[src/issue_pkg.sv]
// shared opcode and exception types plus opcode helpers for the dual-issue core modules
package issue_pkg;

    parameter int REG_W = 5;
    parameter int XLEN = 32;

    typedef enum logic [3:0] {
        OP_NOP,
        OP_ADD,
        OP_SUB,
        OP_AND,
        OP_OR,
        OP_XOR,
        OP_SLL,
        OP_ADDI,
        OP_MUL
    } opcode_e;

    typedef enum logic [1:0] {
        EXC_NONE,
        EXC_INE,
        EXC_SYS
    } exc_e;

    // single-cycle ops that either unit may run
    function automatic logic is_alu_op(opcode_e op);
        case (op)
            OP_ADD, OP_SUB, OP_AND, OP_OR, OP_XOR, OP_SLL, OP_ADDI: return 1'b1;
            default: return 1'b0;
        endcase
    endfunction

    // a slot with nothing to execute and nothing to report
    function automatic logic is_empty(opcode_e op, exc_e exc);
        return op == OP_NOP && exc == EXC_NONE;
    endfunction

    // common datapath of both units
    function automatic logic [XLEN-1:0] alu_calc(opcode_e op, logic [XLEN-1:0] a,
                                                 logic [XLEN-1:0] b, logic [XLEN-1:0] imm);
        case (op)
            OP_ADD:  return a + b;
            OP_SUB:  return a - b;
            OP_AND:  return a & b;
            OP_OR:   return a | b;
            OP_XOR:  return a ^ b;
            OP_SLL:  return a << b[4:0];
            OP_ADDI: return a + imm;
            default: return '0;
        endcase
    endfunction

endpackage

[src/commit_regfile.sv]
`timescale 1ns/1ps
// register file committing both writebacks in program order with forwarding to operand reads
module commit_regfile #(
    parameter int xlen = issue_pkg::XLEN
) (
    input  logic                        clk,
    input  logic                        arst_n,
    input  logic                        wb0_valid,
    input  logic [issue_pkg::REG_W-1:0] wb0_rd,
    input  logic [xlen-1:0]             wb0_data,
    input  logic                        wb1_valid,
    input  logic [issue_pkg::REG_W-1:0] wb1_rd,
    input  logic [xlen-1:0]             wb1_data,
    input  logic [issue_pkg::REG_W-1:0] rj0_idx,
    input  logic [issue_pkg::REG_W-1:0] rk0_idx,
    input  logic [issue_pkg::REG_W-1:0] rj1_idx,
    input  logic [issue_pkg::REG_W-1:0] rk1_idx,
    output logic [xlen-1:0]             rj0_val,
    output logic [xlen-1:0]             rk0_val,
    output logic [xlen-1:0]             rj1_val,
    output logic [xlen-1:0]             rk1_val
);

    // r0 has no storage and reads as zero
    logic [xlen-1:0] regs [1:31];

    // wb1 is younger so it wins over wb0
    function automatic logic [xlen-1:0] fwd_read(logic [issue_pkg::REG_W-1:0] idx);
        if (idx == '0) begin
            return '0;
        end
        if (wb1_valid && wb1_rd == idx) begin
            return wb1_data;
        end
        if (wb0_valid && wb0_rd == idx) begin
            return wb0_data;
        end
        return regs[idx];
    endfunction

    always_comb begin
        rj0_val = fwd_read(rj0_idx);
        rk0_val = fwd_read(rk0_idx);
        rj1_val = fwd_read(rj1_idx);
        rk1_val = fwd_read(rk1_idx);
    end

    always_ff @(posedge clk or negedge arst_n) begin
        if (!arst_n) begin
            for (int i = 1; i < 32; i++) begin
                regs[i] <= '0;
            end
        end else begin
            if (wb0_valid && wb0_rd != '0) begin
                regs[wb0_rd] <= wb0_data;
            end
            // same rd in one cycle keeps the younger value
            if (wb1_valid && wb1_rd != '0) begin
                regs[wb1_rd] <= wb1_data;
            end
        end
    end

endmodule

[config.mk]
export PLATFORM = sky130hd
export DESIGN_NAME = commit_regfile
export DESIGN_NICKNAME = d
export VERILOG_FILES = /design/src/issue_pkg.sv /design/src/commit_regfile.sv
export SDC_FILE = /design/constraint.sdc
export NUM_CORES = 2
export LEC_CHECK = 0
export BUFFER_PORTS_ARGS = -buffer_cell sky130_fd_sc_hd__buf_4
export CAP_MARGIN = 10
export CELL_PAD_IN_SITES_DETAIL_PLACEMENT = 1
export CELL_PAD_IN_SITES_GLOBAL_PLACEMENT = 1
export CORE_AREA = 2 2 439 484
export CTS_CLUSTER_SIZE = 8
export DETAILED_ROUTE_END_ITERATION = 8
export DIE_AREA = 0 0 441 486
export PLACE_DENSITY_LB_ADDON = 0.1
export REMOVE_ABC_BUFFERS = 1
export SYNTH_ARGS = -nofsm -noshare
export SYNTH_HDL_FRONTEND = slang
export SYNTH_SLANG_ARGS = --single-unit
[constraint.sdc]
create_clock -name clk -period 3.7 [get_ports clk]
set_input_delay 0.37 -clock clk [delete_from_list [all_inputs] [get_ports clk]]
set_output_delay 0.37 -clock clk [all_outputs]
set_load 0.01 [all_outputs]
==> flow_summary.toml <==
[status]
status = "finished with violations"
violations = "setup timing"

[placed_design]
place_area_mm2 = 0.08895
port_buffers = 225
dp_slack_ns = -0.2010
place_hpwl_um = 311900
gp_congestion = 0.9825

[finish]
fin_nets = 8507
syn_to_final_growth_pct = 14.69
largest_register_ff_count = 992
drive_above_1_share_pct = 21.07
final_util_pct = 44.64
final_area_mm2 = 0.09328
largest_register = "regs"
top_regs = "regs x992"

[yosys]
yosys.area.top_type = "dfrtp_1"
yosysMostFrequentCell = "mux2i_1"
synth_top_cell_area_share_pct = 30.52
syn_inst = 8533
yosysWarnings = 0
async_reset_ff_share_pct = 100.0
synth_cell_type_count = 67
synth_area_leaders = "dfrtp_1 (31%), mux2i_1 (21%), mux4_2 (11%)"
synth.cell_area_mm2 = 0.08133
synth_edf_count = 0
ys_seq_area_share_pct = 30.52
synth-seq-cells = 992
ys_top_cells_by_count = "mux2i_1 (1720), dfrtp_1 (992), clkbuf_1 (671), nor2_1 (665), a21oi_1 (604)"
synth_flop_cell = "dfrtp_1"
postSynthAreaPerCell_um2 = 9.531

[clock_network]
clk_path_buf_depth = 3
cts_tree = "yes"
cts_setup_buffers = 0
clock_sinks = 992
cts_root_buffer = "clkbuf_16"
clk_pin_slew_ns = 0.05
clk_latency_ns = 0.84
numCtsBuffers = 146
htree_levels = 4

[pwr]
p_sw_mw = 18.38
powerDensity_mw_per_mm2 = 509.5
p_leak_nw = 38.88
clkPwrFrac_pct = 27.2
power_mw = 47.53
p_sw_share_pct = 38.67
p_comb_share_pct = 34.7
seqPwrFrac_pct = 38.1
intPower_mw = 29.15
vdd_drop_max_mv = 0.3534

[die]
die_w_um = 441
die_height_um = 486
fp.dieArea_mm2 = 0.2143
io_pins = 226
core_mm2 = 0.2090
row_count = 176
start_util_pct = 38.92

[worst_setup_path]
cp_slowest_cell = "or2_2"
crit_arrival_ns = 3.44
worstPathMaxFanout = 27
slowest_delay_ns = 0.59
critPathTopFamily = "simple AND/OR/NAND/NOR gates"
worst_setup_path_start_kind = "primary input"
path_buf_inv = 4
crit_top_cell = "buf_4"
end_kind = "primary output"
path_cells = "buf_8 -> nand2b_1 -> buf_4 -> or2_2 -> a211oi_1 -> nor3_1 -> a221oi_1 -> o21ai_1 -> buf_4 -> buf_4"
path_class = "in -> out"
cp.required_ns = 3.33

[drt]
vias = 81980
dr_wl_met3_um = 51130
drc = 0
first_pass_iters = 5
met2WireLength_um = 204600
routed.top_layer = "met5"
wl_met1_um = 183400
wl_per_cell_um = 43.14
drt-vias-per-instance = 7.302
final_antenna_net_count = 0
drt_iter0_drc = 10940
drt_wl_total_um = 484300

[grt]
grt_max_degree = 84
antenna_found_initial = 33
grt_pass1_wl_um = 666700
overflow = 0
grt_pass1_vias = 81820
grt_usage_pct = 44.20

[timing]
layout_min_cycle_time_ns = 3.811
finalSetupViolations = 12
finalHoldViolCount = 0
report.final.slew_viol_count = 0
max_freq_mhz = 262.4
setup_slack_ns = -0.1115
period_share_pct = 103.0
finClkSkew_ns = 0
slew_headroom_pct = 15.51
worst_slew_pin_slew_ns = 1.264
rsz0062_at_grt = "false"

[min_path]
hp-class = "in -> reg"

[run]
max-cap-violations = 0
==> tightest hold or removal path: stages <==
cell and delay [ns]:
buf_4 0.26, nand2_1 0.10, o21ai_0 0.07
==> layout make-up <==
class | instances | area, µm²
fillers | 22910 | 115700
multi-input cells | 6442 | 52710
flip-flops and latches | 992 | 24820
repair buffers | 825 | 8239
clock buffers | 179 | 3944
well taps | 2759 | 3452
clock inverters | 7 | 53.80
diodes | 21 | 52.55
inverters | 2 | 7.507
==> power by group through the flow <==
| stage | sequential [mW] | combinational (mW) | clock [mW] |
|---|---|---|---|
| finish | 18.1 | 16.5 | 12.9 |
| global route | 18.4 | 17.5 | 13.4 |
| CTS | 17.8 | 16.2 | 13.0 |
| detailed placement | 17.9 | 16.1 | 0 |
| global placement | 17.7 | 15.6 | 0 |
| floorplan | 16.4 | 9.86 | 0 |
==> timing repair <==
action / in CTS / in global routing
hold buffers: 23 / 0
endpoints found under the setup margin: 12 / 4
hold endpoints to repair: 422 / 0
gates resized for setup: 13 / 4
==> cells by family after synthesis <==
kind of cell           count (synthesis)  share of synthesized area, %
AND/OR/NAND/NOR                     1773                         9.764
AO/OA/AOI/OAI                       2225                         17.31
flip-flops                           992                         30.52
multiplexers                        2404                         36.34
XOR/XNOR                              40                        0.4307
buffers and inverters               1099                         5.634
==> metal layers <==
metal / track usage (%) / vias to the layer above
li1: - / 32160
met1: 55.46 / 42420
met2: 63.58 / 5648
met3: 12.23 / 1740
met4: 35.02 / 12
met5: 0 / -
==> through the flow <==
stage          std cells  hold WS, ns  setup TNS, ns
6_report           11230      0.02114        -0.6478
5_1_grt            11210      0.04292              0
4_1_cts            11210   0.00002726              0
3_5_place_dp       11000       0.4395        -0.6717
3_3_place_gp       11000       0.4400         -1.412
2_1_floorplan       7436      0.07441        -208.20
==> layout by cell type, fill, tap and decap left out, drive strengths merged, types with 12 or more instances in the layout <==
| cell type | count |
|---|---|
| nand3 | 14 |
| o311ai | 30 |
| nor2b | 135 |
| a22oi | 86 |
| o21ai | 521 |
| a221oi | 138 |
| or4 | 19 |
| clkbuf | 180 |
| nor4 | 40 |
| o22ai | 424 |
| nand2b | 23 |
| or3 | 37 |
| a211oi | 92 |
| diode | 21 |
| mux2 | 272 |
| nand4 | 12 |
| nand2 | 510 |
| a221o | 88 |
| xnor2 | 16 |
| mux2i | 1720 |
| xor2 | 24 |
| nor3 | 244 |
| a211o | 31 |
| buf | 801 |
| dlygate4sd3 | 23 |
| mux4 | 412 |
| dfrtp | 992 |
| and3 | 38 |
| nor2 | 666 |
| a21oi | 604 |
| a32oi | 182 |
==> final timing paths <==
kind | end | from | slack, ns | cells past startpoint
max | rk1_val[2] | rk1_idx[0] | -0.11 | 10
min | regs[659]$_DFF_PN0_ | wb1_data[19] | 0.02 | 3
max reg2reg | regs[830]$_DFF_PN0_ | regs[830]$_DFF_PN0_ | 2.76 | 2
min reg2reg | regs[895]$_DFF_PN0_ | regs[895]$_DFF_PN0_ | 0.62 | 2
max in group asynchronous | regs[163]$_DFF_PN0_ | arst_n | 2.48 | 4
min in group asynchronous | regs[386]$_DFF_PN0_ | arst_n | 0.14 | 2
No activity file was read; power rests on OpenSTA's default activity.
