[config.mk]
export PLATFORM = sky130hd
export DESIGN_NAME = issue_stage_flat
export DESIGN_NICKNAME = d
export VERILOG_FILES = /design/src/issue_pkg.sv /design/src/uop_if.sv /design/src/issue_stage.sv /design/src/flat_wrapper.sv
export SDC_FILE = /design/constraint.sdc
export NUM_CORES = 1
export LEC_CHECK = 0
export BUFFER_PORTS_ARGS = -buffer_cell sky130_fd_sc_hd__buf_2
export CAP_MARGIN = 20
export CORE_MARGIN = 2
export CORE_UTILIZATION = 49
export DETAILED_ROUTE_END_ITERATION = 8
export MAX_ROUTING_LAYER = met4
export PLACE_DENSITY_LB_ADDON = 0.12
export SYNTH_ARGS = -nofsm -noshare
export SYNTH_HDL_FRONTEND = slang
export SYNTH_SLANG_ARGS = --single-unit
[constraint.sdc]
create_clock -name clk -period 8.06 [get_ports clk]
set_input_delay 0.403 -clock clk [delete_from_list [all_inputs] [get_ports clk]]
set_output_delay 0.403 -clock clk [all_outputs]
set_load 0.03 [all_outputs]
[src/issue_pkg.sv]
// shared opcode and exception types plus opcode helpers for the dual-issue core modules
package issue_pkg;

    parameter int REG_W = 5;
    parameter int XLEN = 32;

    typedef enum logic [3:0] {
        OP_NOP,
        OP_ADD,
        OP_SUB,
        OP_AND,
        OP_OR,
        OP_XOR,
        OP_SLL,
        OP_ADDI,
        OP_MUL
    } opcode_e;

    typedef enum logic [1:0] {
        EXC_NONE,
        EXC_INE,
        EXC_SYS
    } exc_e;

    // single-cycle ops that either unit may run
    function automatic logic is_alu_op(opcode_e op);
        case (op)
            OP_ADD, OP_SUB, OP_AND, OP_OR, OP_XOR, OP_SLL, OP_ADDI: return 1'b1;
            default: return 1'b0;
        endcase
    endfunction

    // a slot with nothing to execute and nothing to report
    function automatic logic is_empty(opcode_e op, exc_e exc);
        return op == OP_NOP && exc == EXC_NONE;
    endfunction

    // common datapath of both units
    function automatic logic [XLEN-1:0] alu_calc(opcode_e op, logic [XLEN-1:0] a,
                                                 logic [XLEN-1:0] b, logic [XLEN-1:0] imm);
        case (op)
            OP_ADD:  return a + b;
            OP_SUB:  return a - b;
            OP_AND:  return a & b;
            OP_OR:   return a | b;
            OP_XOR:  return a ^ b;
            OP_SLL:  return a << b[4:0];
            OP_ADDI: return a + imm;
            default: return '0;
        endcase
    endfunction

endpackage

[src/uop_if.sv]
`timescale 1ns/1ps
// one issued micro-op as carried from the issue stage to an execute unit
interface uop_if #(
    parameter int xlen = issue_pkg::XLEN
) ();

    logic                          en;
    issue_pkg::opcode_e            op;
    logic [issue_pkg::REG_W-1:0]   rd;
    logic [issue_pkg::REG_W-1:0]   rj;
    logic [issue_pkg::REG_W-1:0]   rk;
    logic [xlen-1:0]               imm;
    logic [xlen-1:0]               pc;
    issue_pkg::exc_e               exc;

    modport issue (
        output en, op, rd, rj, rk, imm, pc, exc
    );

    modport exec (
        input en, op, rd, rj, rk, imm, pc, exc
    );

endinterface

[src/issue_stage.sv]
`timescale 1ns/1ps
// two-slot in-order issue buffer that compacts incoming pairs and dispatches to both units
module issue_stage #(
    parameter int xlen = issue_pkg::XLEN
) (
    input  logic                        clk,
    input  logic                        arst_n,
    input  logic                        flush,
    input  issue_pkg::opcode_e          in0_op,
    input  logic [issue_pkg::REG_W-1:0] in0_rd,
    input  logic [issue_pkg::REG_W-1:0] in0_rj,
    input  logic [issue_pkg::REG_W-1:0] in0_rk,
    input  logic [xlen-1:0]             in0_imm,
    input  logic [xlen-1:0]             in0_pc,
    input  issue_pkg::exc_e             in0_exc,
    input  issue_pkg::opcode_e          in1_op,
    input  logic [issue_pkg::REG_W-1:0] in1_rd,
    input  logic [issue_pkg::REG_W-1:0] in1_rj,
    input  logic [issue_pkg::REG_W-1:0] in1_rk,
    input  logic [xlen-1:0]             in1_imm,
    input  logic [xlen-1:0]             in1_pc,
    input  issue_pkg::exc_e             in1_exc,
    output logic [1:0]                  num_read,
    input  logic                        eu0_ready,
    uop_if.issue                        eu0_bus,
    uop_if.issue                        eu1_bus
);

    typedef struct packed {
        issue_pkg::opcode_e          op;
        logic [issue_pkg::REG_W-1:0] rd;
        logic [issue_pkg::REG_W-1:0] rj;
        logic [issue_pkg::REG_W-1:0] rk;
        logic [xlen-1:0]             imm;
        logic [xlen-1:0]             pc;
        issue_pkg::exc_e             exc;
    } slot_t;

    slot_t      slot0;
    slot_t      slot1;
    slot_t      in0;
    slot_t      in1;
    slot_t      in_a;
    logic [1:0] fill;
    logic [1:0] size_after;
    logic [1:0] n_in;
    logic       in0_empty;
    logic       in1_empty;
    logic       raw_hazard;
    logic       eu0_en;
    logic       eu1_en;

    assign in0 = '{op: in0_op, rd: in0_rd, rj: in0_rj, rk: in0_rk,
                   imm: in0_imm, pc: in0_pc, exc: in0_exc};
    assign in1 = '{op: in1_op, rd: in1_rd, rj: in1_rj, rk: in1_rk,
                   imm: in1_imm, pc: in1_pc, exc: in1_exc};

    assign in0_empty = issue_pkg::is_empty(in0_op, in0_exc);
    assign in1_empty = issue_pkg::is_empty(in1_op, in1_exc);

    // squeeze out an empty first input
    assign in_a = in0_empty ? in1 : in0;
    assign n_in = 2'(!in0_empty) + 2'(!in1_empty);

    // slot 1 may not read the register slot 0 writes
    assign raw_hazard = slot0.rd != '0 && (slot1.rj == slot0.rd || slot1.rk == slot0.rd);

    assign eu0_en = !flush && eu0_ready && fill != 2'd0;
    assign eu1_en = eu0_en && fill == 2'd2 && issue_pkg::is_alu_op(slot1.op)
                    && slot1.exc == issue_pkg::EXC_NONE
                    && slot0.op != issue_pkg::OP_MUL && !raw_hazard;

    // slots still occupied once this cycle's issue leaves
    assign size_after = fill - 2'(eu0_en) - 2'(eu1_en);

    always_comb begin
        if (flush || size_after == 2'd2) begin
            num_read = 2'b00;
        end else if (size_after == 2'd1) begin
            num_read = 2'b01;
        end else begin
            num_read = 2'b11;
        end
    end

    always_ff @(posedge clk or negedge arst_n) begin
        if (!arst_n) begin
            fill <= 2'd0;
        end else if (flush) begin
            fill <= 2'd0;
        end else begin
            case (size_after)
                2'd0:    fill <= n_in;
                2'd1:    fill <= 2'd1 + 2'(!in0_empty);
                default: fill <= size_after;
            endcase
        end
    end

    always_ff @(posedge clk) begin
        case (size_after)
            2'd0: begin
                slot0 <= in_a;
                slot1 <= in1;
            end
            2'd1: begin
                // survivor moves to the front and one input refills behind it
                if (fill == 2'd2) begin
                    slot0 <= slot1;
                end
                slot1 <= in0;
            end
            default: ;
        endcase
    end

    assign eu0_bus.en  = eu0_en;
    assign eu0_bus.op  = slot0.op;
    assign eu0_bus.rd  = slot0.rd;
    assign eu0_bus.rj  = slot0.rj;
    assign eu0_bus.rk  = slot0.rk;
    assign eu0_bus.imm = slot0.imm;
    assign eu0_bus.pc  = slot0.pc;
    assign eu0_bus.exc = slot0.exc;

    assign eu1_bus.en  = eu1_en;
    assign eu1_bus.op  = slot1.op;
    assign eu1_bus.rd  = slot1.rd;
    assign eu1_bus.rj  = slot1.rj;
    assign eu1_bus.rk  = slot1.rk;
    assign eu1_bus.imm = slot1.imm;
    assign eu1_bus.pc  = slot1.pc;
    assign eu1_bus.exc = slot1.exc;

    // the buffer never holds more than its two slots
    a_fill_range: assert property (@(posedge clk) disable iff (!arst_n)
        fill != 2'd3);

endmodule

[src/flat_wrapper.sv]
// flat-port wrapper written by rule: the top's interface ports become plain ports
module issue_stage_flat 
#(
    parameter int xlen = issue_pkg::XLEN
)
  (clk, arst_n, flush, in0_op, in0_rd, in0_rj, in0_rk, in0_imm, in0_pc, in0_exc, in1_op, in1_rd, in1_rj, in1_rk, in1_imm, in1_pc, in1_exc, num_read, eu0_ready, eu0_bus_en, eu0_bus_op, eu0_bus_rd, eu0_bus_rj, eu0_bus_rk, eu0_bus_imm, eu0_bus_pc, eu0_bus_exc, eu1_bus_en, eu1_bus_op, eu1_bus_rd, eu1_bus_rj, eu1_bus_rk, eu1_bus_imm, eu1_bus_pc, eu1_bus_exc);
  uop_if #(.xlen(xlen)) eu0_bus_i ();
  uop_if #(.xlen(xlen)) eu1_bus_i ();
  input  logic clk;
  input  logic arst_n;
  input  logic flush;
  input  issue_pkg::opcode_e in0_op;
  input  logic [issue_pkg::REG_W-1:0] in0_rd;
  input  logic [issue_pkg::REG_W-1:0] in0_rj;
  input  logic [issue_pkg::REG_W-1:0] in0_rk;
  input  logic [xlen-1:0] in0_imm;
  input  logic [xlen-1:0] in0_pc;
  input  issue_pkg::exc_e in0_exc;
  input  issue_pkg::opcode_e in1_op;
  input  logic [issue_pkg::REG_W-1:0] in1_rd;
  input  logic [issue_pkg::REG_W-1:0] in1_rj;
  input  logic [issue_pkg::REG_W-1:0] in1_rk;
  input  logic [xlen-1:0] in1_imm;
  input  logic [xlen-1:0] in1_pc;
  input  issue_pkg::exc_e in1_exc;
  output logic [1:0] num_read;
  input  logic eu0_ready;
  output wire logic [$bits(eu0_bus_i.en)-1:0] eu0_bus_en;
  output wire logic [$bits(eu0_bus_i.op)-1:0] eu0_bus_op;
  output wire logic [$bits(eu0_bus_i.rd)-1:0] eu0_bus_rd;
  output wire logic [$bits(eu0_bus_i.rj)-1:0] eu0_bus_rj;
  output wire logic [$bits(eu0_bus_i.rk)-1:0] eu0_bus_rk;
  output wire logic [$bits(eu0_bus_i.imm)-1:0] eu0_bus_imm;
  output wire logic [$bits(eu0_bus_i.pc)-1:0] eu0_bus_pc;
  output wire logic [$bits(eu0_bus_i.exc)-1:0] eu0_bus_exc;
  output wire logic [$bits(eu1_bus_i.en)-1:0] eu1_bus_en;
  output wire logic [$bits(eu1_bus_i.op)-1:0] eu1_bus_op;
  output wire logic [$bits(eu1_bus_i.rd)-1:0] eu1_bus_rd;
  output wire logic [$bits(eu1_bus_i.rj)-1:0] eu1_bus_rj;
  output wire logic [$bits(eu1_bus_i.rk)-1:0] eu1_bus_rk;
  output wire logic [$bits(eu1_bus_i.imm)-1:0] eu1_bus_imm;
  output wire logic [$bits(eu1_bus_i.pc)-1:0] eu1_bus_pc;
  output wire logic [$bits(eu1_bus_i.exc)-1:0] eu1_bus_exc;
  assign eu0_bus_en = eu0_bus_i.en;
  assign eu0_bus_op = eu0_bus_i.op;
  assign eu0_bus_rd = eu0_bus_i.rd;
  assign eu0_bus_rj = eu0_bus_i.rj;
  assign eu0_bus_rk = eu0_bus_i.rk;
  assign eu0_bus_imm = eu0_bus_i.imm;
  assign eu0_bus_pc = eu0_bus_i.pc;
  assign eu0_bus_exc = eu0_bus_i.exc;
  assign eu1_bus_en = eu1_bus_i.en;
  assign eu1_bus_op = eu1_bus_i.op;
  assign eu1_bus_rd = eu1_bus_i.rd;
  assign eu1_bus_rj = eu1_bus_i.rj;
  assign eu1_bus_rk = eu1_bus_i.rk;
  assign eu1_bus_imm = eu1_bus_i.imm;
  assign eu1_bus_pc = eu1_bus_i.pc;
  assign eu1_bus_exc = eu1_bus_i.exc;
  issue_stage #(.xlen(xlen)) u_core (.clk(clk), .arst_n(arst_n), .flush(flush), .in0_op(in0_op), .in0_rd(in0_rd), .in0_rj(in0_rj), .in0_rk(in0_rk), .in0_imm(in0_imm), .in0_pc(in0_pc), .in0_exc(in0_exc), .in1_op(in1_op), .in1_rd(in1_rd), .in1_rj(in1_rj), .in1_rk(in1_rk), .in1_imm(in1_imm), .in1_pc(in1_pc), .in1_exc(in1_exc), .num_read(num_read), .eu0_ready(eu0_ready), .eu0_bus(eu0_bus_i), .eu1_bus(eu1_bus_i));
endmodule
==> run metrics <==
Multi-input gate area=2942 um^2; CP Capture Type=flip-flop; cell count after synthesis=691; most frequent cells in the layout=347 x buf_2, 170 x edfxtp_1, 160 x nand2_1, 95 x nor2_1, 79 x a31oi_1; CTS tree=built; Vias/cell=5.168; # rows=47; total wire length=22,530 um; starting density of the core=0.5024; Final Util=0.6485; count of final max-slew check failures=0; Num CTS Buffers=17; Iteration-0 DRC Markers=385; first-pass GRT wire length=33,850 um; DIE AREA=18,120 um^2; clk root buf=clkbuf_16; Core Region=16,640 um^2; flops & latches, synth=172; CP arrival=4840 ps; Remaining Overflow, GRT=0; CP startpoint kind=flip-flop; peak supply drop=0.1543 mV; Lkg Pwr=4.697 nW; MaxCap Viol Count=0; Hold Buf Count CTS=1; Yosys Warn Count=0; Syn Std Cell Area=8361 um^2; vias post-DR=6,512; clk buf depth=2; critical path type=reg2reg; DRC Markers=0; number of global-route vias before repair=6,322; Hold WC Path Type=in2reg; CP max FO=79; Placed Instances=1,218; DP HPWL=15,810 um; Synth Area per Inst=12.10 um^2; Seq/Total Area, Yosys=0.6166; Final TNS setup=0 ps; clock sinks=172; final hold vios=0; largest net degree at the start of global routing=112; status=complete, no violations; Clock Skews=13.10 ps; die width=134.6 um; All-Layer GR Usage=0.2554; layout cells sized above 1=0.4481; H-tree depth=4; FMAX=0.2140 GHz; DR pass1 iterations=5; Final Setup Violations=0; RSZ-0062 raised after global routing=no; synthesis-to-layout area growth=29.09%; Clock transition at path regs=70 ps; PostCTS Resize Cnt=0; most common cell after layout, fill and taps aside=buf_2; Worst-Margin Slew=1033 ps; per-cell routed wire length=17.88 um; number of port buffers=347; Yosys cell types=34; crit share post-route=0.5799; initial antenna violation count=9; Finished Layout Cells=1,260; GPL Wtd Cong=0.8049; Nets=1,196; Max transition margin=0.3117; post-CTS setup buffers=0; Layout fillers=1,381; io pins=348; ANT nets after route=0; min Tclk post-route=4674 ps; Mapped Nets=869; PwrDens=383.9 nW/um^2; Worst-Skew Late Latency=430 ps; Req. time, crit path=8230 ps; Die Y=134.6 um; register area=5155 um^2
## area by class of cell
cell class,instances,share of cell area
sequential,172,0.4776
inverter,5,0.001855
timing repair buffer,354,0.1672
tap,220,0.02550
clock inverter,13,0.01310
multi-input combinational,468,0.2725
antenna,9,0.002087
clock buffer,19,0.04011
## registers in the layout, indices dropped and copies added (netlist names)
signal              count
u_core.eu0_bus.pc      32
u_core.eu0_bus.rj       5
u_core.eu0_bus.rk       5
u_core.eu1_bus.rk       5
u_core.eu1_bus.op       4
u_core.eu1_bus.rd       5
u_core.eu0_bus.op       4
u_core.eu0_bus.exc      2
u_core.eu1_bus.exc      2
u_core.eu1_bus.rj       5
u_core.eu1_bus.imm     32
u_core.eu1_bus.pc      32
u_core.fill             2
u_core.eu0_bus.imm     32
u_core.eu0_bus.rd       5
## through the flow
step / power, W / hold WS, ps / cell area, um^2 / setup WS (ps)
floorplan: 0.002896 / 107.4 / 8361 / 1442
global placement: 0.003347 / 191.2 / 10190 / 3421
detailed placement: 0.003363 / 193.0 / 10190 / 3370
CTS: 0.004173 / 137.5 / 10770 / 3364
global route: 0.004343 / 163.8 / 10790 / 3073
finish: 0.004144 / 155.2 / 10790 / 3386
## logic make-up (layout without fill, tap and decap cells)
family,Yosys count,after routing,synth area share
AOI/OAI and AO/OA,98,98,0.07258
xor gates and xnor gates,11,11,0.01152
adders and majority gates,4,4,0.006885
buffers and inverters,51,391,0.03397
DFF,172,172,0.6166
muxes,86,86,0.1336
other,0,9,0
and+or+nand+nor,269,269,0.1248
## per-layer routing
metal  vias up  global-route usage  routed length (um)
met5         -                   -                   0
met4         0              0.1070                 687
li1       3181                   -                   -
met1      2997              0.3041                9012
met2       290              0.4069               10950
met3        44             0.07583                1872
## worst paths after layout
path                                       start                endpoint  slack, ps  depth (start not counted)
min                                        flush          u_core.fill[1]        160                          2
max in group asynchronous                 arst_n          u_core.fill[1]       7630                          2
max reg2reg                 u_core.eu0_bus.rd[0]  u_core.eu1_bus.imm[23]       3390                         10
max                         u_core.eu0_bus.rd[0]  u_core.eu1_bus.imm[23]       3390                         10
min in group asynchronous                 arst_n          u_core.fill[0]        330                          2
min reg2reg                u_core.eu1_bus.imm[3]   u_core.eu0_bus.imm[3]        620                          2
## critical path, stage by stage, from the launching register on
cell and delay (ps):
edfxtp_1 440, or4_1 550, nor2_1 150, o2111ai_1 150
fa_1 600, inv_1 50, ha_1 180, or3_1 420
nand3_4 710, buf_4 760, mux2_1 390
## cell usage after synthesis, drive strengths merged
cell type | n | share of area
ha | 3 | 0.0045
mux2 | 85 | 0.13
nor4 | 2 | 0.0015
nand3 | 2 | 0.0018
mux2i | 1 | 0.0012
clkbuf | 16 | 0.0072
a31oi | 79 | 0.059
o2111ai | 1 | 0.0010
a22oi | 1 | 0.00090
and2 | 1 | 0.00075
nor3 | 4 | 0.0024
xor2 | 11 | 0.012
o2111a | 1 | 0.0013
inv | 5 | 0.0022
nand2 | 160 | 0.072
edfxtp | 170 | 0.61
buf | 30 | 0.025
a21oi | 13 | 0.0078
o21a | 1 | 0.00090
or3 | 1 | 0.00075
and3 | 1 | 0.00075
fa | 1 | 0.0024
dfrtp | 2 | 0.0060
nor4b | 1 | 0.0010
o21ai | 1 | 0.00060
nor2 | 96 | 0.043
o211ai | 1 | 0.00090
or4 | 1 | 0.00090
## report_power, final
group	leakage, nW	total [W]	internal, W	switching, W
clock network	0.276	0.000815	0.000460	0.000356
logic	2.74	0.00174	0.000531	0.00121
registers	1.68	0.00158	0.00145	0.000135
(Power assumes the default switching activity.)
