### src/issue_pkg.sv
// shared opcode and exception types plus opcode helpers for the dual-issue core modules
package issue_pkg;

    parameter int REG_W = 5;
    parameter int XLEN = 32;

    typedef enum logic [3:0] {
        OP_NOP,
        OP_ADD,
        OP_SUB,
        OP_AND,
        OP_OR,
        OP_XOR,
        OP_SLL,
        OP_ADDI,
        OP_MUL
    } opcode_e;

    typedef enum logic [1:0] {
        EXC_NONE,
        EXC_INE,
        EXC_SYS
    } exc_e;

    // single-cycle ops that either unit may run
    function automatic logic is_alu_op(opcode_e op);
        case (op)
            OP_ADD, OP_SUB, OP_AND, OP_OR, OP_XOR, OP_SLL, OP_ADDI: return 1'b1;
            default: return 1'b0;
        endcase
    endfunction

    // a slot with nothing to execute and nothing to report
    function automatic logic is_empty(opcode_e op, exc_e exc);
        return op == OP_NOP && exc == EXC_NONE;
    endfunction

    // common datapath of both units
    function automatic logic [XLEN-1:0] alu_calc(opcode_e op, logic [XLEN-1:0] a,
                                                 logic [XLEN-1:0] b, logic [XLEN-1:0] imm);
        case (op)
            OP_ADD:  return a + b;
            OP_SUB:  return a - b;
            OP_AND:  return a & b;
            OP_OR:   return a | b;
            OP_XOR:  return a ^ b;
            OP_SLL:  return a << b[4:0];
            OP_ADDI: return a + imm;
            default: return '0;
        endcase
    endfunction

endpackage

### src/uop_if.sv
`timescale 1ns/1ps
// one issued micro-op as carried from the issue stage to an execute unit
interface uop_if #(
    parameter int xlen = issue_pkg::XLEN
) ();

    logic                          en;
    issue_pkg::opcode_e            op;
    logic [issue_pkg::REG_W-1:0]   rd;
    logic [issue_pkg::REG_W-1:0]   rj;
    logic [issue_pkg::REG_W-1:0]   rk;
    logic [xlen-1:0]               imm;
    logic [xlen-1:0]               pc;
    issue_pkg::exc_e               exc;

    modport issue (
        output en, op, rd, rj, rk, imm, pc, exc
    );

    modport exec (
        input en, op, rd, rj, rk, imm, pc, exc
    );

endinterface

### src/alu_unit.sv
`timescale 1ns/1ps
// execute unit 1 running single-cycle ALU ops with a registered writeback
module alu_unit #(
    parameter int xlen = issue_pkg::XLEN
) (
    input  logic                        clk,
    input  logic                        arst_n,
    uop_if.exec                         bus,
    input  logic [xlen-1:0]             rj_val,
    input  logic [xlen-1:0]             rk_val,
    output logic                        wb_valid,
    output logic [issue_pkg::REG_W-1:0] wb_rd,
    output logic [xlen-1:0]             wb_data,
    output logic [issue_pkg::REG_W-1:0] rj_idx,
    output logic [issue_pkg::REG_W-1:0] rk_idx
);

    // operands come back from the register file in the issue cycle
    assign rj_idx = bus.rj;
    assign rk_idx = bus.rk;

    always_ff @(posedge clk or negedge arst_n) begin
        if (!arst_n) begin
            wb_valid <= 1'b0;
        end else begin
            wb_valid <= bus.en;
        end
    end

    always_ff @(posedge clk) begin
        if (bus.en) begin
            wb_rd   <= bus.rd;
            wb_data <= issue_pkg::alu_calc(bus.op, rj_val, rk_val, bus.imm);
        end
    end

    a_alu_only: assert property (@(posedge clk) disable iff (!arst_n)
        bus.en |-> issue_pkg::is_alu_op(bus.op));

endmodule

### src/flat_wrapper.sv
// flat-port wrapper written by rule: the top's interface ports become plain ports
module alu_unit_flat 
#(
    parameter int xlen = issue_pkg::XLEN
)
  (clk, arst_n, rj_val, rk_val, wb_valid, wb_rd, wb_data, rj_idx, rk_idx, bus_en, bus_op, bus_rd, bus_rj, bus_rk, bus_imm, bus_pc, bus_exc);
  uop_if #(.xlen(xlen)) bus_i ();
  input  logic clk;
  input  logic arst_n;
  input  logic [xlen-1:0] rj_val;
  input  logic [xlen-1:0] rk_val;
  output logic wb_valid;
  output logic [issue_pkg::REG_W-1:0] wb_rd;
  output logic [xlen-1:0] wb_data;
  output logic [issue_pkg::REG_W-1:0] rj_idx;
  output logic [issue_pkg::REG_W-1:0] rk_idx;
  input wire logic [$bits(bus_i.en)-1:0] bus_en;
  input wire logic [$bits(bus_i.op)-1:0] bus_op;
  input wire logic [$bits(bus_i.rd)-1:0] bus_rd;
  input wire logic [$bits(bus_i.rj)-1:0] bus_rj;
  input wire logic [$bits(bus_i.rk)-1:0] bus_rk;
  input wire logic [$bits(bus_i.imm)-1:0] bus_imm;
  input wire logic [$bits(bus_i.pc)-1:0] bus_pc;
  input wire logic [$bits(bus_i.exc)-1:0] bus_exc;
  assign bus_i.en = bus_en;
  assign bus_i.op = bus_op;
  assign bus_i.rd = bus_rd;
  assign bus_i.rj = bus_rj;
  assign bus_i.rk = bus_rk;
  assign bus_i.imm = bus_imm;
  assign bus_i.pc = bus_pc;
  assign bus_i.exc = bus_exc;
  alu_unit #(.xlen(xlen)) u_core (.clk(clk), .arst_n(arst_n), .bus(bus_i), .rj_val(rj_val), .rk_val(rk_val), .wb_valid(wb_valid), .wb_rd(wb_rd), .wb_data(wb_data), .rj_idx(rj_idx), .rk_idx(rk_idx));
endmodule
### config.mk
export PLATFORM = sky130hd
export DESIGN_NAME = alu_unit_flat
export DESIGN_NICKNAME = d
export VERILOG_FILES = /design/src/issue_pkg.sv /design/src/uop_if.sv /design/src/alu_unit.sv /design/src/flat_wrapper.sv
export SDC_FILE = /design/constraint.sdc
export NUM_CORES = 1
export LEC_CHECK = 0
export BUFFER_PORTS_ARGS = -buffer_cell sky130_fd_sc_hd__buf_2
export CELL_PAD_IN_SITES_DETAIL_PLACEMENT = 1
export CELL_PAD_IN_SITES_GLOBAL_PLACEMENT = 2
export CORE_MARGIN = 8
export CORE_UTILIZATION = 30
export CTS_BUF_LIST = sky130_fd_sc_hd__clkbuf_16
export DETAILED_ROUTE_END_ITERATION = 8
export GPL_ROUTABILITY_DRIVEN = 1
export GPL_TIMING_DRIVEN = 1
export PLACE_DENSITY_LB_ADDON = 0.12
export RECOVER_POWER = 25
export SYNTH_ARGS = -nofsm -noshare
export SYNTH_HDL_FRONTEND = slang
export SYNTH_SLANG_ARGS = --single-unit
### constraint.sdc
create_clock -name clk -period 0.8 [get_ports clk]
set_input_delay 0.16 -clock clk [delete_from_list [all_inputs] [get_ports clk]]
set_output_delay 0.16 -clock clk [all_outputs]
set_load 0.02 [all_outputs]
==> results of run 1 <==
==> cell families (layout without fill, tap and decap cells) <==
family                   Yosys count  in the layout  share of synthesized area
AND/OR/NAND/NOR                  259            260                      0.166
multiplexers                      47             47                     0.0972
XOR/XNOR                          24             24                     0.0291
adder cells (fa/ha/maj)          104            104                      0.181
AO/OA/AOI/OAI                    303            303                      0.286
flip-flops                        38             38                      0.157
buffers and inverters            149            593                     0.0833
==> power by group through the flow <==
stage | Clock [mW] | Sequential [mW] | Combinational (mW)
floorplan | 0 | 2.86 | 3.16
global placement | 0 | 2.56 | 6.95
detailed placement | 0 | 2.58 | 7.10
CTS | 2.03 | 2.56 | 7.92
global route | 2.07 | 2.59 | 9.03
finish | 1.99 | 2.57 | 8.45
==> sequential cells by signal (all words and copies together), names as in the netlist <==
register / count
u_core.wb_rd: 5
u_core.wb_valid: 1
u_core.wb_data: 32
==> worst max path at each step <==
stage	to	slack, ps	cells past startpoint
after detailed placement	u_core.wb_data[31]	-3910	20
after global routing	u_core.wb_data[29]	-3620	21
final	u_core.wb_data[29]	-3490	21
after floorplan	u_core.wb_data[29]	-3800	23
after global placement	u_core.wb_data[31]	-3780	20
after CTS	u_core.wb_data[29]	-3380	20
==> area by class of cell <==
class | instances | area [sq um] | share of cell area
clock buffers | 5 | 125 | 0.0103
multi-input cells | 738 | 6390 | 0.524
well taps | 319 | 399 | 0.0327
flip-flops and latches | 38 | 1140 | 0.0931
clock inverters | 3 | 11.3 | 0.000923
repair buffers | 504 | 3820 | 0.313
inverters | 81 | 317 | 0.0259
==> worst max-delay path: cells and delay by family <==
family	cells	cell delay (ps)
adders and majority gates	2	410
AOI/OAI and AO/OA	5	990
muxes	1	320
buffers and inverters	5	470
and+or+nand+nor	8	2090
==> per-stage QoR <==
step           std cells  hold slack, ps  TNS, ps  worst slack, ps   util
4_1_cts             1683            28.7   -90040            -3380  0.503
2_1_floorplan        924            -136   -85680            -3800      -
3_5_place_dp        1651           -64.2   -98050            -3910  0.460
3_3_place_gp        1651           -65.8   -95750            -3780  0.460
5_1_grt             1688            34.8   -97880            -3620  0.518
6_report            1688            37.0   -92090            -3490  0.518
==> cell usage after synthesis, drive strengths merged, types with 6 or more instances <==
cell      n
nor2     82
mux2i    24
xnor2    12
clkbuf   49
nand3    15
a31oi     6
a22oi    11
buf      19
a21o     15
o21bai    6
nand4     9
a211oi   13
o21ai    77
or2       6
a221oi   23
nor3     30
inv      80
xor2     12
edfxtp   37
ha      103
nand2b    7
o21a      6
or3       7
o211ai   11
and3      6
a221o    22
nand2    77
a21oi    61
o221ai   19
a222oi    6
mux4     18
==> what timing repair did <==
action | CTS | global route
setup buffers | 25 | 12
setup endpoints to repair | 70 | 70
cloned | 1 | 0
pin swaps | 45 | 37
endpoints found under the hold margin | 1 | 0
resized for setup | 163 | 75
hold buffers | 1 | 0
==> layer usage <==
metal | up-vias | track usage
li1 | 4346 | -
met1 | 4664 | 0.346
met2 | 278 | 0.433
met3 | 53 | 0.0280
met4 | 2 | 0.0548
met5 | - | 0
==> results by group, run 1 <==
Status
  – Outcome: finished, violations left
  – Failing checks: negative setup slack

GRT
  – GRT overflow: 0
  – Vias in the first global route: ~10000
  – Largest net degree at the start of global routing: 46
  – Gr usage total: 0.256
  – First-pass GRT wire length: between 50 and 60 mm
  – Initial antenna violation count: 1

Route
  – WL met2: 18.6 mm
  – DR pass1 iterations: 7
  – WL/cell: 22.9 um
  – Wire length on met3: around 2 mm
  – DRC: 0
  – Via count: approximately 9300
  – Final WL: between 30 and 40 mm
  – Vias per cell: between 5 and 6
  – Max Used Layer: met5
  – Antenna viol nets, final: 0
  – Iter 0 DRT Violations: between 400 and 500
  – M1 WL: between 15 and 20 mm

Clocking
  – Clock-pin slew on the worst setup and hold paths: around 60 ps
  – CTS tree: yes
  – Clock Path Buffers: 2
  – H-Tree Depth: 2
  – CTS Buf Count: 5
  – Clock sink count: 38
  – Clk root buf: clkbuf_16

Finish
  – Antenna diodes: 0
  – Commonest non-fill, non-tap cell in the layout: buf_4
  – Layout cells sized above 1: 0.494
  – Area Growth Syn to Fin: 68.9%
  – Post-route cell area: roughly 12000 sq um
  – Filler cells: around 2900
  – Nets@finish: approximately 1600
  – Most frequent cells in the layout: 326 x buf_4, 117 x buf_2, 90 x ha_1, 78 x inv_1, 70 x nor2_1

Timing
  – Worst relative slew slack: 0.578
  – Period utilisation layout: 5.36
  – Final worst setup slack: -3490 ps
  – Max Fclk: between 0.2 and 0.25 GHz
  – Final setup viols: 70
  – Worst slew pin tran: between 600 and 700 ps
  – Slew Limit Fails: 0
  – Hold Vio Cnt, Final: 0
  – Min Tclk post-route: between 4000 and 5000 ps
  – RSZ-0062 raised after global routing: true

Pwr
  – Net Sw Frac: 0.411
  – LEAKAGE: ~5.7 nW
  – Power Density: approximately 1100 nW/um^2
  – NetSw: between 5 and 6 mW
  – Clock power frac: 0.153
  – Tot Pwr: roughly 13 mW
  – Combinational Power Share: 0.650
  – Internal power: ~7.7 mW
  – Worst vdd ir: around 0.76 mV
  – Reg power frac: 0.197

Worst setup path
  – Critical Path AT: approximately 4400 ps
  – Critical Path Start Type: primary input
  – CP cell instances: buf_8 -> inv_8 -> ha_4 -> or3b_4 -> or3_4 -> nand3b_1 -> nor2_2 -> buf_4 -> buf_4 -> buf_4 -> nor3_2 -> a221o_1 -> ha_4 -> nand4_1 -> or2_4 -> or4_1 -> o31a_1 -> a21oi_4 -> o211ai_1 -> mux2_4 -> o21ai_2
  – Critical path class: in -> reg
  – CP required: between 900 and 1000 ps
  – CP Max Fanout: 3
  – Crit. End Element: flip-flop
  – Worst path max stage delay: 420 ps
  – Slowest library cell on the worst path: or4_1
  – Critical path's most frequent cell: buf_4
  – Crit path from: rk_val[0]

Synth
  – Sequential share of the synthesized area: 0.157
  – Post-synth top area share: 0.178
  – Post-synth EDFFs: 37
  – Share of flip-flops with an asynchronous set or reset: 0.0263
  – Synth area leader: ha_1
  – Mapped Nets: ~1200
  – Synth Area per Inst: roughly 7.8 sq um
  – Mapped Area: 7220 sq um
  – Count of cell types in the netlist: between 60 and 70
  – Seq cells post-synth: 38
  – Post-Syn Instances: between 900 and 1000
  – Ranking of synthesized cells by area: ha_1 18%, edfxtp_1 15%, mux4_2 5.6%, o21ai_0 5.3%, a21oi_1 4.2%
  – Ys Warns: 0
  – Ys flop type: edfxtp_1

Die
  – FP Rows: 56
  – Starting Density: 0.307
  – Die X: 171 um
  – IO Pins: 200
  – DIE AREA: between 20000 and 30000 sq um
  – Core Box Area: roughly 24000 sq um
  – Die H: approximately 170 um

Placement
  – DP Area: 10800 sq um
  – GPL Wtd Cong: approximately 0.91
  – Port Buffers: 145
  – Detail Placement HPWL: about 31 mm

Min path
  – Hold Startpoint: bus_rd[0]
  – Hold Crit Depth: 1
  – Hold-critical path endpoint: u_core.wb_rd[0]
  – Worst Hold Class: in -> reg

Job
  – MaxCap Viol Count: 0
No activity file was read; power rests on OpenSTA's default activity.
==> inputs of run 2 (changes only) <==
--- a/config.mk
+++ b/config.mk
@@ -16,6 +16,7 @@
 export GPL_TIMING_DRIVEN = 1
 export PLACE_DENSITY_LB_ADDON = 0.12
 export RECOVER_POWER = 25
+export REMOVE_ABC_BUFFERS = 1
 export SYNTH_ARGS = -nofsm -noshare
 export SYNTH_HDL_FRONTEND = slang
 export SYNTH_SLANG_ARGS = --single-unit
==> constraint.sdc (replaced) <==
create_clock -name clk -period 5.4 [get_ports clk]
set_input_delay 1.08 -clock clk [delete_from_list [all_inputs] [get_ports clk]]
set_output_delay 1.08 -clock clk [all_outputs]
set_load 0.02 [all_outputs]
==> run 2 against run 1 <==
The run ends with max-capacitance violations, max-slew violations left. Clock-buffer cell count did not move. Worst setup slack better by 3600 ps. Clock power decreased by 79%. First-iteration DRC count decreased by 5.4%. Utilization fell by 14 points. Total power shrank 88%. Highest routed layer unchanged. Wire length fell by 14%. Largest power group unchanged. Critical path type unchanged. Non-clock buffer count fell by 267. Cell count shrank 16%. Critical path depth stayed put. Final area decreased by 26%.
==> results by group, run 2 (synthesis gave the netlist of run 1 again) <==
Status
  – Outcome: finished, violations left
  – Failing checks: max-capacitance violations, max-slew violations

Finish
  – Reg with most FFs: u_core.wb_data
  – Final Non-Filler Cells: approximately 1400
  – Commonest non-fill, non-tap cell in the layout: buf_2
  – Largest register FFs: 32
  – Area Growth Syn to Fin: 24.8%
  – Nets@finish: ~1400
  – Layout cells sized above 1: 0.246
  – Post-layout util: 0.383
  – Antenna diodes: 0
  – Largest regs: u_core.wb_data: 32 flops, u_core.wb_rd: 5 flops, u_core.wb_valid: 1 flops
  – Most frequent cells in the layout: 119 x buf_2, 101 x ha_1, 89 x buf_4, 79 x inv_1, 78 x nor2_1
  – Post-route cell area: 9020 sq um

Clocking
  – Clock Path Buffers: 2
  – CTS tree: yes
  – Clk root buf: clkbuf_16
  – Clock-pin slew on the worst setup and hold paths: 70 ps
  – CTS Buf Count: 5
  – Clock sink count: 38
  – H-Tree Depth: 2

Pwr
  – Power Density: roughly 180 nW/um^2
  – LEAKAGE: between 4 and 5 nW
  – Tot Pwr: 1.62 mW
  – Worst vdd ir: between 0.09 and 0.1 mV

Worst setup path
  – Critical path class: in -> reg
  – CP required: between 5000 and 6000 ps
  – Critical Path Start Type: primary input
  – Crit. End Element: flip-flop
  – CP top delay family: simple AND/OR/NAND/NOR gates
  – CP cell instances: buf_6 -> inv_4 -> ha_4 -> or3b_4 -> or3_4 -> nand3b_1 -> buf_6 -> nor2_4 -> nand3_2 -> buf_6 -> a222oi_1 -> inv_1 -> ha_4 -> nand4_1 -> or2_4 -> or4_4 -> o31a_1 -> a21oi_2 -> nor2_1 -> xor2_1 -> o221ai_1
  – Buf+Inv Stages, Crit Path: 5
  – Worst path max stage delay: roughly 500 ps
  – Slowest library cell on the worst path: or4_4
  – CP Max Fanout: 4
  – Critical Path AT: about 5300 ps
  – Critical path's most frequent cell: buf_6

Die
  – Starting Density: 0.307
  – Die X: roughly 170 um
  – Core Box Area: between 20000 and 25000 sq um
  – FP Rows: between 50 and 60
  – DIE AREA: 29300 sq um
  – IO Pins: 200
  – Die H: approximately 170 um

Timing
  – Slew Limit Fails: 39
  – Max Fclk: 0.191 GHz
  – Final setup viols: 0
  – RSZ-0062 raised after global routing: true
  – Hold Vio Cnt, Final: 0
  – Min Tclk post-route: about 5200 ps
  – Worst relative slew slack: -0.649
  – Worst slew pin tran: ~2500 ps
  – WHS: ~540 ps
  – Final TNS setup: 0 ps
  – Final worst setup slack: roughly 160 ps
  – Period utilisation layout: 0.971

Placement
  – Port Buffers: roughly 150
  – Pre-CTS setup slack: -568 ps
  – DP Area: about 8700 sq um
  – GPL Wtd Cong: about 0.9
  – Placed Cells incl. Taps: around 1400
  – Detail Placement HPWL: 26.5 mm

GRT
  – Largest net degree at the start of global routing: 46
  – First-pass GRT wire length: roughly 50 mm
  – Gr usage total: 0.222
  – Initial antenna violation count: 1
  – GRT overflow: 0
  – Vias in the first global route: about 8200

Route
  – Antenna viol nets, final: 0
  – WL/cell: 23.4 um
  – Via count: 7966
  – Iter 0 DRT Violations: around 470
  – DRC: 0
  – Final WL: 33.3 mm
  – DR pass1 iterations: 5
  – Vias per cell: around 5.6

Min path
  – Worst Hold Class: in -> async

Job
  – MaxCap Viol Count: 1
[run 2: per-layer routing]
metal,global-route usage,part of all wire
met5,0,0.00039
met3,0.0454,0.057
met2,0.373,0.47
met4,0.0389,0.015
met1,0.293,0.46
[run 2: power breakdown]
part	total (mW)	internal [mW]	switching, mW	leakage (nW)
clock	0.418	0.267	0.152	0.0940
combinational	0.828	0.333	0.494	3.61
sequential	0.375	0.366	0.00882	0.368
total	1.62	0.965	0.655	4.08
[run 2: worst paths after layout]
check / endpoint / cells past startpoint / start
min: u_core.wb_valid / 1 / arst_n
max in group asynchronous: u_core.wb_valid / 1 / arst_n
min in group clk: u_core.wb_rd[4] / 1 / bus_rd[4]
max: u_core.wb_data[27] / 21 / rk_val[1]
[run 2: area by class of cell]
cell class | instances | area [sq um]
Multi-Input combinational cell | 737 | 5560
Clock inverter | 3 | 68.8
Fill cell | 2958 | 14500
Sequential cell | 38 | 1140
Tap cell | 319 | 399
Timing Repair Buffer | 237 | 1420
Inverter | 81 | 309
Clock buffer | 5 | 125
[run 2: what timing repair did]
item	4_1_cts	5_1_grt
endpoints found under the setup margin	6	10
cloned	0	0
gates resized for setup	9	17
hold buffers	0	0
pin swaps	4	13
setup buffers	1	4
==> inputs of run 3 (changes only) <==
--- a/config.mk
+++ b/config.mk
@@ -8,6 +8,7 @@
 export BUFFER_PORTS_ARGS = -buffer_cell sky130_fd_sc_hd__buf_2
 export CELL_PAD_IN_SITES_DETAIL_PLACEMENT = 1
 export CELL_PAD_IN_SITES_GLOBAL_PLACEMENT = 2
+export CORE_ASPECT_RATIO = 0.7
 export CORE_MARGIN = 8
 export CORE_UTILIZATION = 30
 export CTS_BUF_LIST = sky130_fd_sc_hd__clkbuf_16
==> run 3 against run 2 <==
The run still ends with max-capacitance violations, max-slew violations left. Global-route usage up 0.58 points. First-iteration DRC count decreased by 1.5%. Sequential cell count unchanged. Cell count increased by 0.49%. Worst hold slack got worse by 2.6 ps. Wire length grew 3.5%. Critical path depth increased by 1. Clock power up 3%. Non-clock buffer count increased by 8. Worst setup slack got worse by 26 ps. Combinational power is 2.4% higher. Via count is 1.7% higher. Largest cell class unchanged. Largest power group unchanged.
==> results by group, run 3 (synthesis gave the netlist of run 1 again) <==
Status
  – Outcome: finished, violations left
  – Failing checks: max-capacitance violations, max-slew violations

Placement
  – Detail Placement HPWL: between 20 and 30 mm
  – Port Buffers: between 100 and 150
  – Pre-CTS setup slack: -684 ps
  – Placed Cells incl. Taps: 1412
  – GPL Wtd Cong: a little under 0.9

Finish
  – Area Growth Syn to Fin: 26.5%
  – Filler cells: 2911
  – Most frequent cells in the layout: 119 x buf_2, 101 x ha_1, 96 x buf_4, 79 x inv_1, 78 x nor2_1
  – Antenna diodes: 0
  – Largest regs: u_core.wb_data: 32 flops, u_core.wb_rd: 5 flops, u_core.wb_valid: 1 flops
  – Nets@finish: about 1400
  – Layout cells sized above 1: 0.255
  – Commonest non-fill, non-tap cell in the layout: buf_2
  – Largest register FFs: 32
  – Final Non-Filler Cells: 1427
  – Reg with most FFs: u_core.wb_data

Timing
  – RSZ-0062 raised after global routing: true
  – Worst relative slew slack: -0.636
  – Max Fclk: roughly 0.19 GHz
  – Final TNS setup: 0 ps
  – Final setup viols: 0
  – Worst slew pin tran: ~2500 ps
  – Hold Vio Cnt, Final: 0
  – Period utilisation layout: 0.976
  – Min Tclk post-route: ~5300 ps
  – Slew Limit Fails: 39
  – Final worst setup slack: roughly 130 ps

Pwr
  – NetSw: a little under 0.7 mW
  – Power Density: between 150 and 200 nW/um^2
  – Internal power: 0.970 mW
  – Net Sw Frac: 0.412
  – Worst vdd ir: between 0.1 and 0.15 mV
  – Clock power frac: 0.260
  – Reg power frac: 0.227
  – Combinational Power Share: 0.514
  – LEAKAGE: between 4 and 5 nW

Min path
  – Worst Hold Class: in -> async

Route
  – WL/cell: roughly 24 um
  – Vias per cell: around 5.7
  – DR pass1 iterations: 5
  – Via count: between 8000 and 9000
  – Iter 0 DRT Violations: 465
  – Antenna viol nets, final: 0
  – DRC: 0
  – Final WL: roughly 34 mm

Worst setup path
  – Crit. End Element: flip-flop
  – Critical Path AT: about 5400 ps
  – CP Max Fanout: 3
  – CP required: 5550 ps
  – Critical path class: in -> reg
  – Critical Path Start Type: primary input

Die
  – Die X: a little over 200 um
  – Core Box Area: around 24000 sq um
  – FP Rows: 47
  – Die H: approximately 150 um
  – Starting Density: 0.306
  – IO Pins: 200
  – DIE AREA: between 20000 and 30000 sq um

GRT
  – GRT overflow: 0
  – First-pass GRT wire length: between 50 and 60 mm
  – Initial antenna violation count: 0
  – Gr usage total: 0.228
  – Largest net degree at the start of global routing: 46
  – Vias in the first global route: approximately 8400

Clocking
  – Clock-pin slew on the worst setup and hold paths: approximately 70 ps
  – CTS tree: yes
  – CTS Buf Count: 5
  – Clk root buf: clkbuf_16
  – Clock sink count: 38
  – H-Tree Depth: 2
  – Clock Path Buffers: 2

Job
  – MaxCap Viol Count: 1
-- run 3: critical path, stage by stage --
cell and delay [ps]:
buf_8 100, inv_4 60, ha_4 120, or3b_4 370
or3_4 330, nand3b_1 180, buf_6 160, nor2_4 110
nand3_4 100, buf_6 130, a222oi_1 270, inv_1 130
ha_4 290, nand4_1 170, or2_4 300, or4_4 470
o31a_1 160, a21oi_2 150, buf_4 140, o211ai_1 110
mux2_4 320, o21ai_2 140
-- run 3: metal layers --
layer,vias up,global-route usage,part of all wire
li1,3822,-,-
met1,4003,0.346,0.52
met2,243,0.332,0.41
met3,31,0.0378,0.055
met4,0,0.0408,0.015
met5,-,0,0
-- run 3: how the worst max path moves through the flow --
stage | cells past startpoint | slack (ps) | start | end
floorplan | 19 | -240 | rk_val[1] | u_core.wb_data[31]
global placement | 21 | -550 | rk_val[0] | u_core.wb_data[29]
detailed placement | 21 | -680 | rk_val[0] | u_core.wb_data[29]
CTS | 22 | 0.7 | rk_val[0] | u_core.wb_data[31]
global route | 22 | -20 | rk_val[1] | u_core.wb_data[29]
finish | 22 | 130 | rk_val[1] | u_core.wb_data[29]
-- run 3: stage by stage --
stage	util	cell area [sq um]	total power, mW	hold slack [ps]
final	0.387	9140	1.65	535
after global routing	0.387	9140	1.75	532
after CTS	0.383	9060	1.65	534
after detailed placement	0.372	8790	1.21	855
after global placement	0.372	8790	1.20	855
after floorplan	-	6930	0.826	784
-- run 3: power groups by stage --
stage | combinational (mW) | sequential (mW) | clock [mW]
detailed placement | 0.829 | 0.379 | 0
global placement | 0.820 | 0.379 | 0
floorplan | 0.403 | 0.423 | 0
CTS | 0.840 | 0.373 | 0.435
finish | 0.848 | 0.374 | 0.429
global route | 0.926 | 0.378 | 0.445
-- run 3: final cells by class --
| type | instances | area, sq um | area share |
|---|---|---|---|
| timing repair buffer | 245 | 1500 | 0.164 |
| clock inverter | 3 | 68.8 | 0.00753 |
| clock buffer | 5 | 125 | 0.0137 |
| inverter | 81 | 312 | 0.0341 |
| tap | 318 | 398 | 0.0435 |
| sequential | 38 | 1140 | 0.124 |
| multi-input combinational | 737 | 5600 | 0.613 |
-- run 3: timing repair --
action | in CTS | in global routing
gates resized for setup | 13 | 25
pin swaps | 5 | 6
hold buffers | 0 | 0
setup endpoints to repair | 10 | 14
setup buffers | 4 | 3
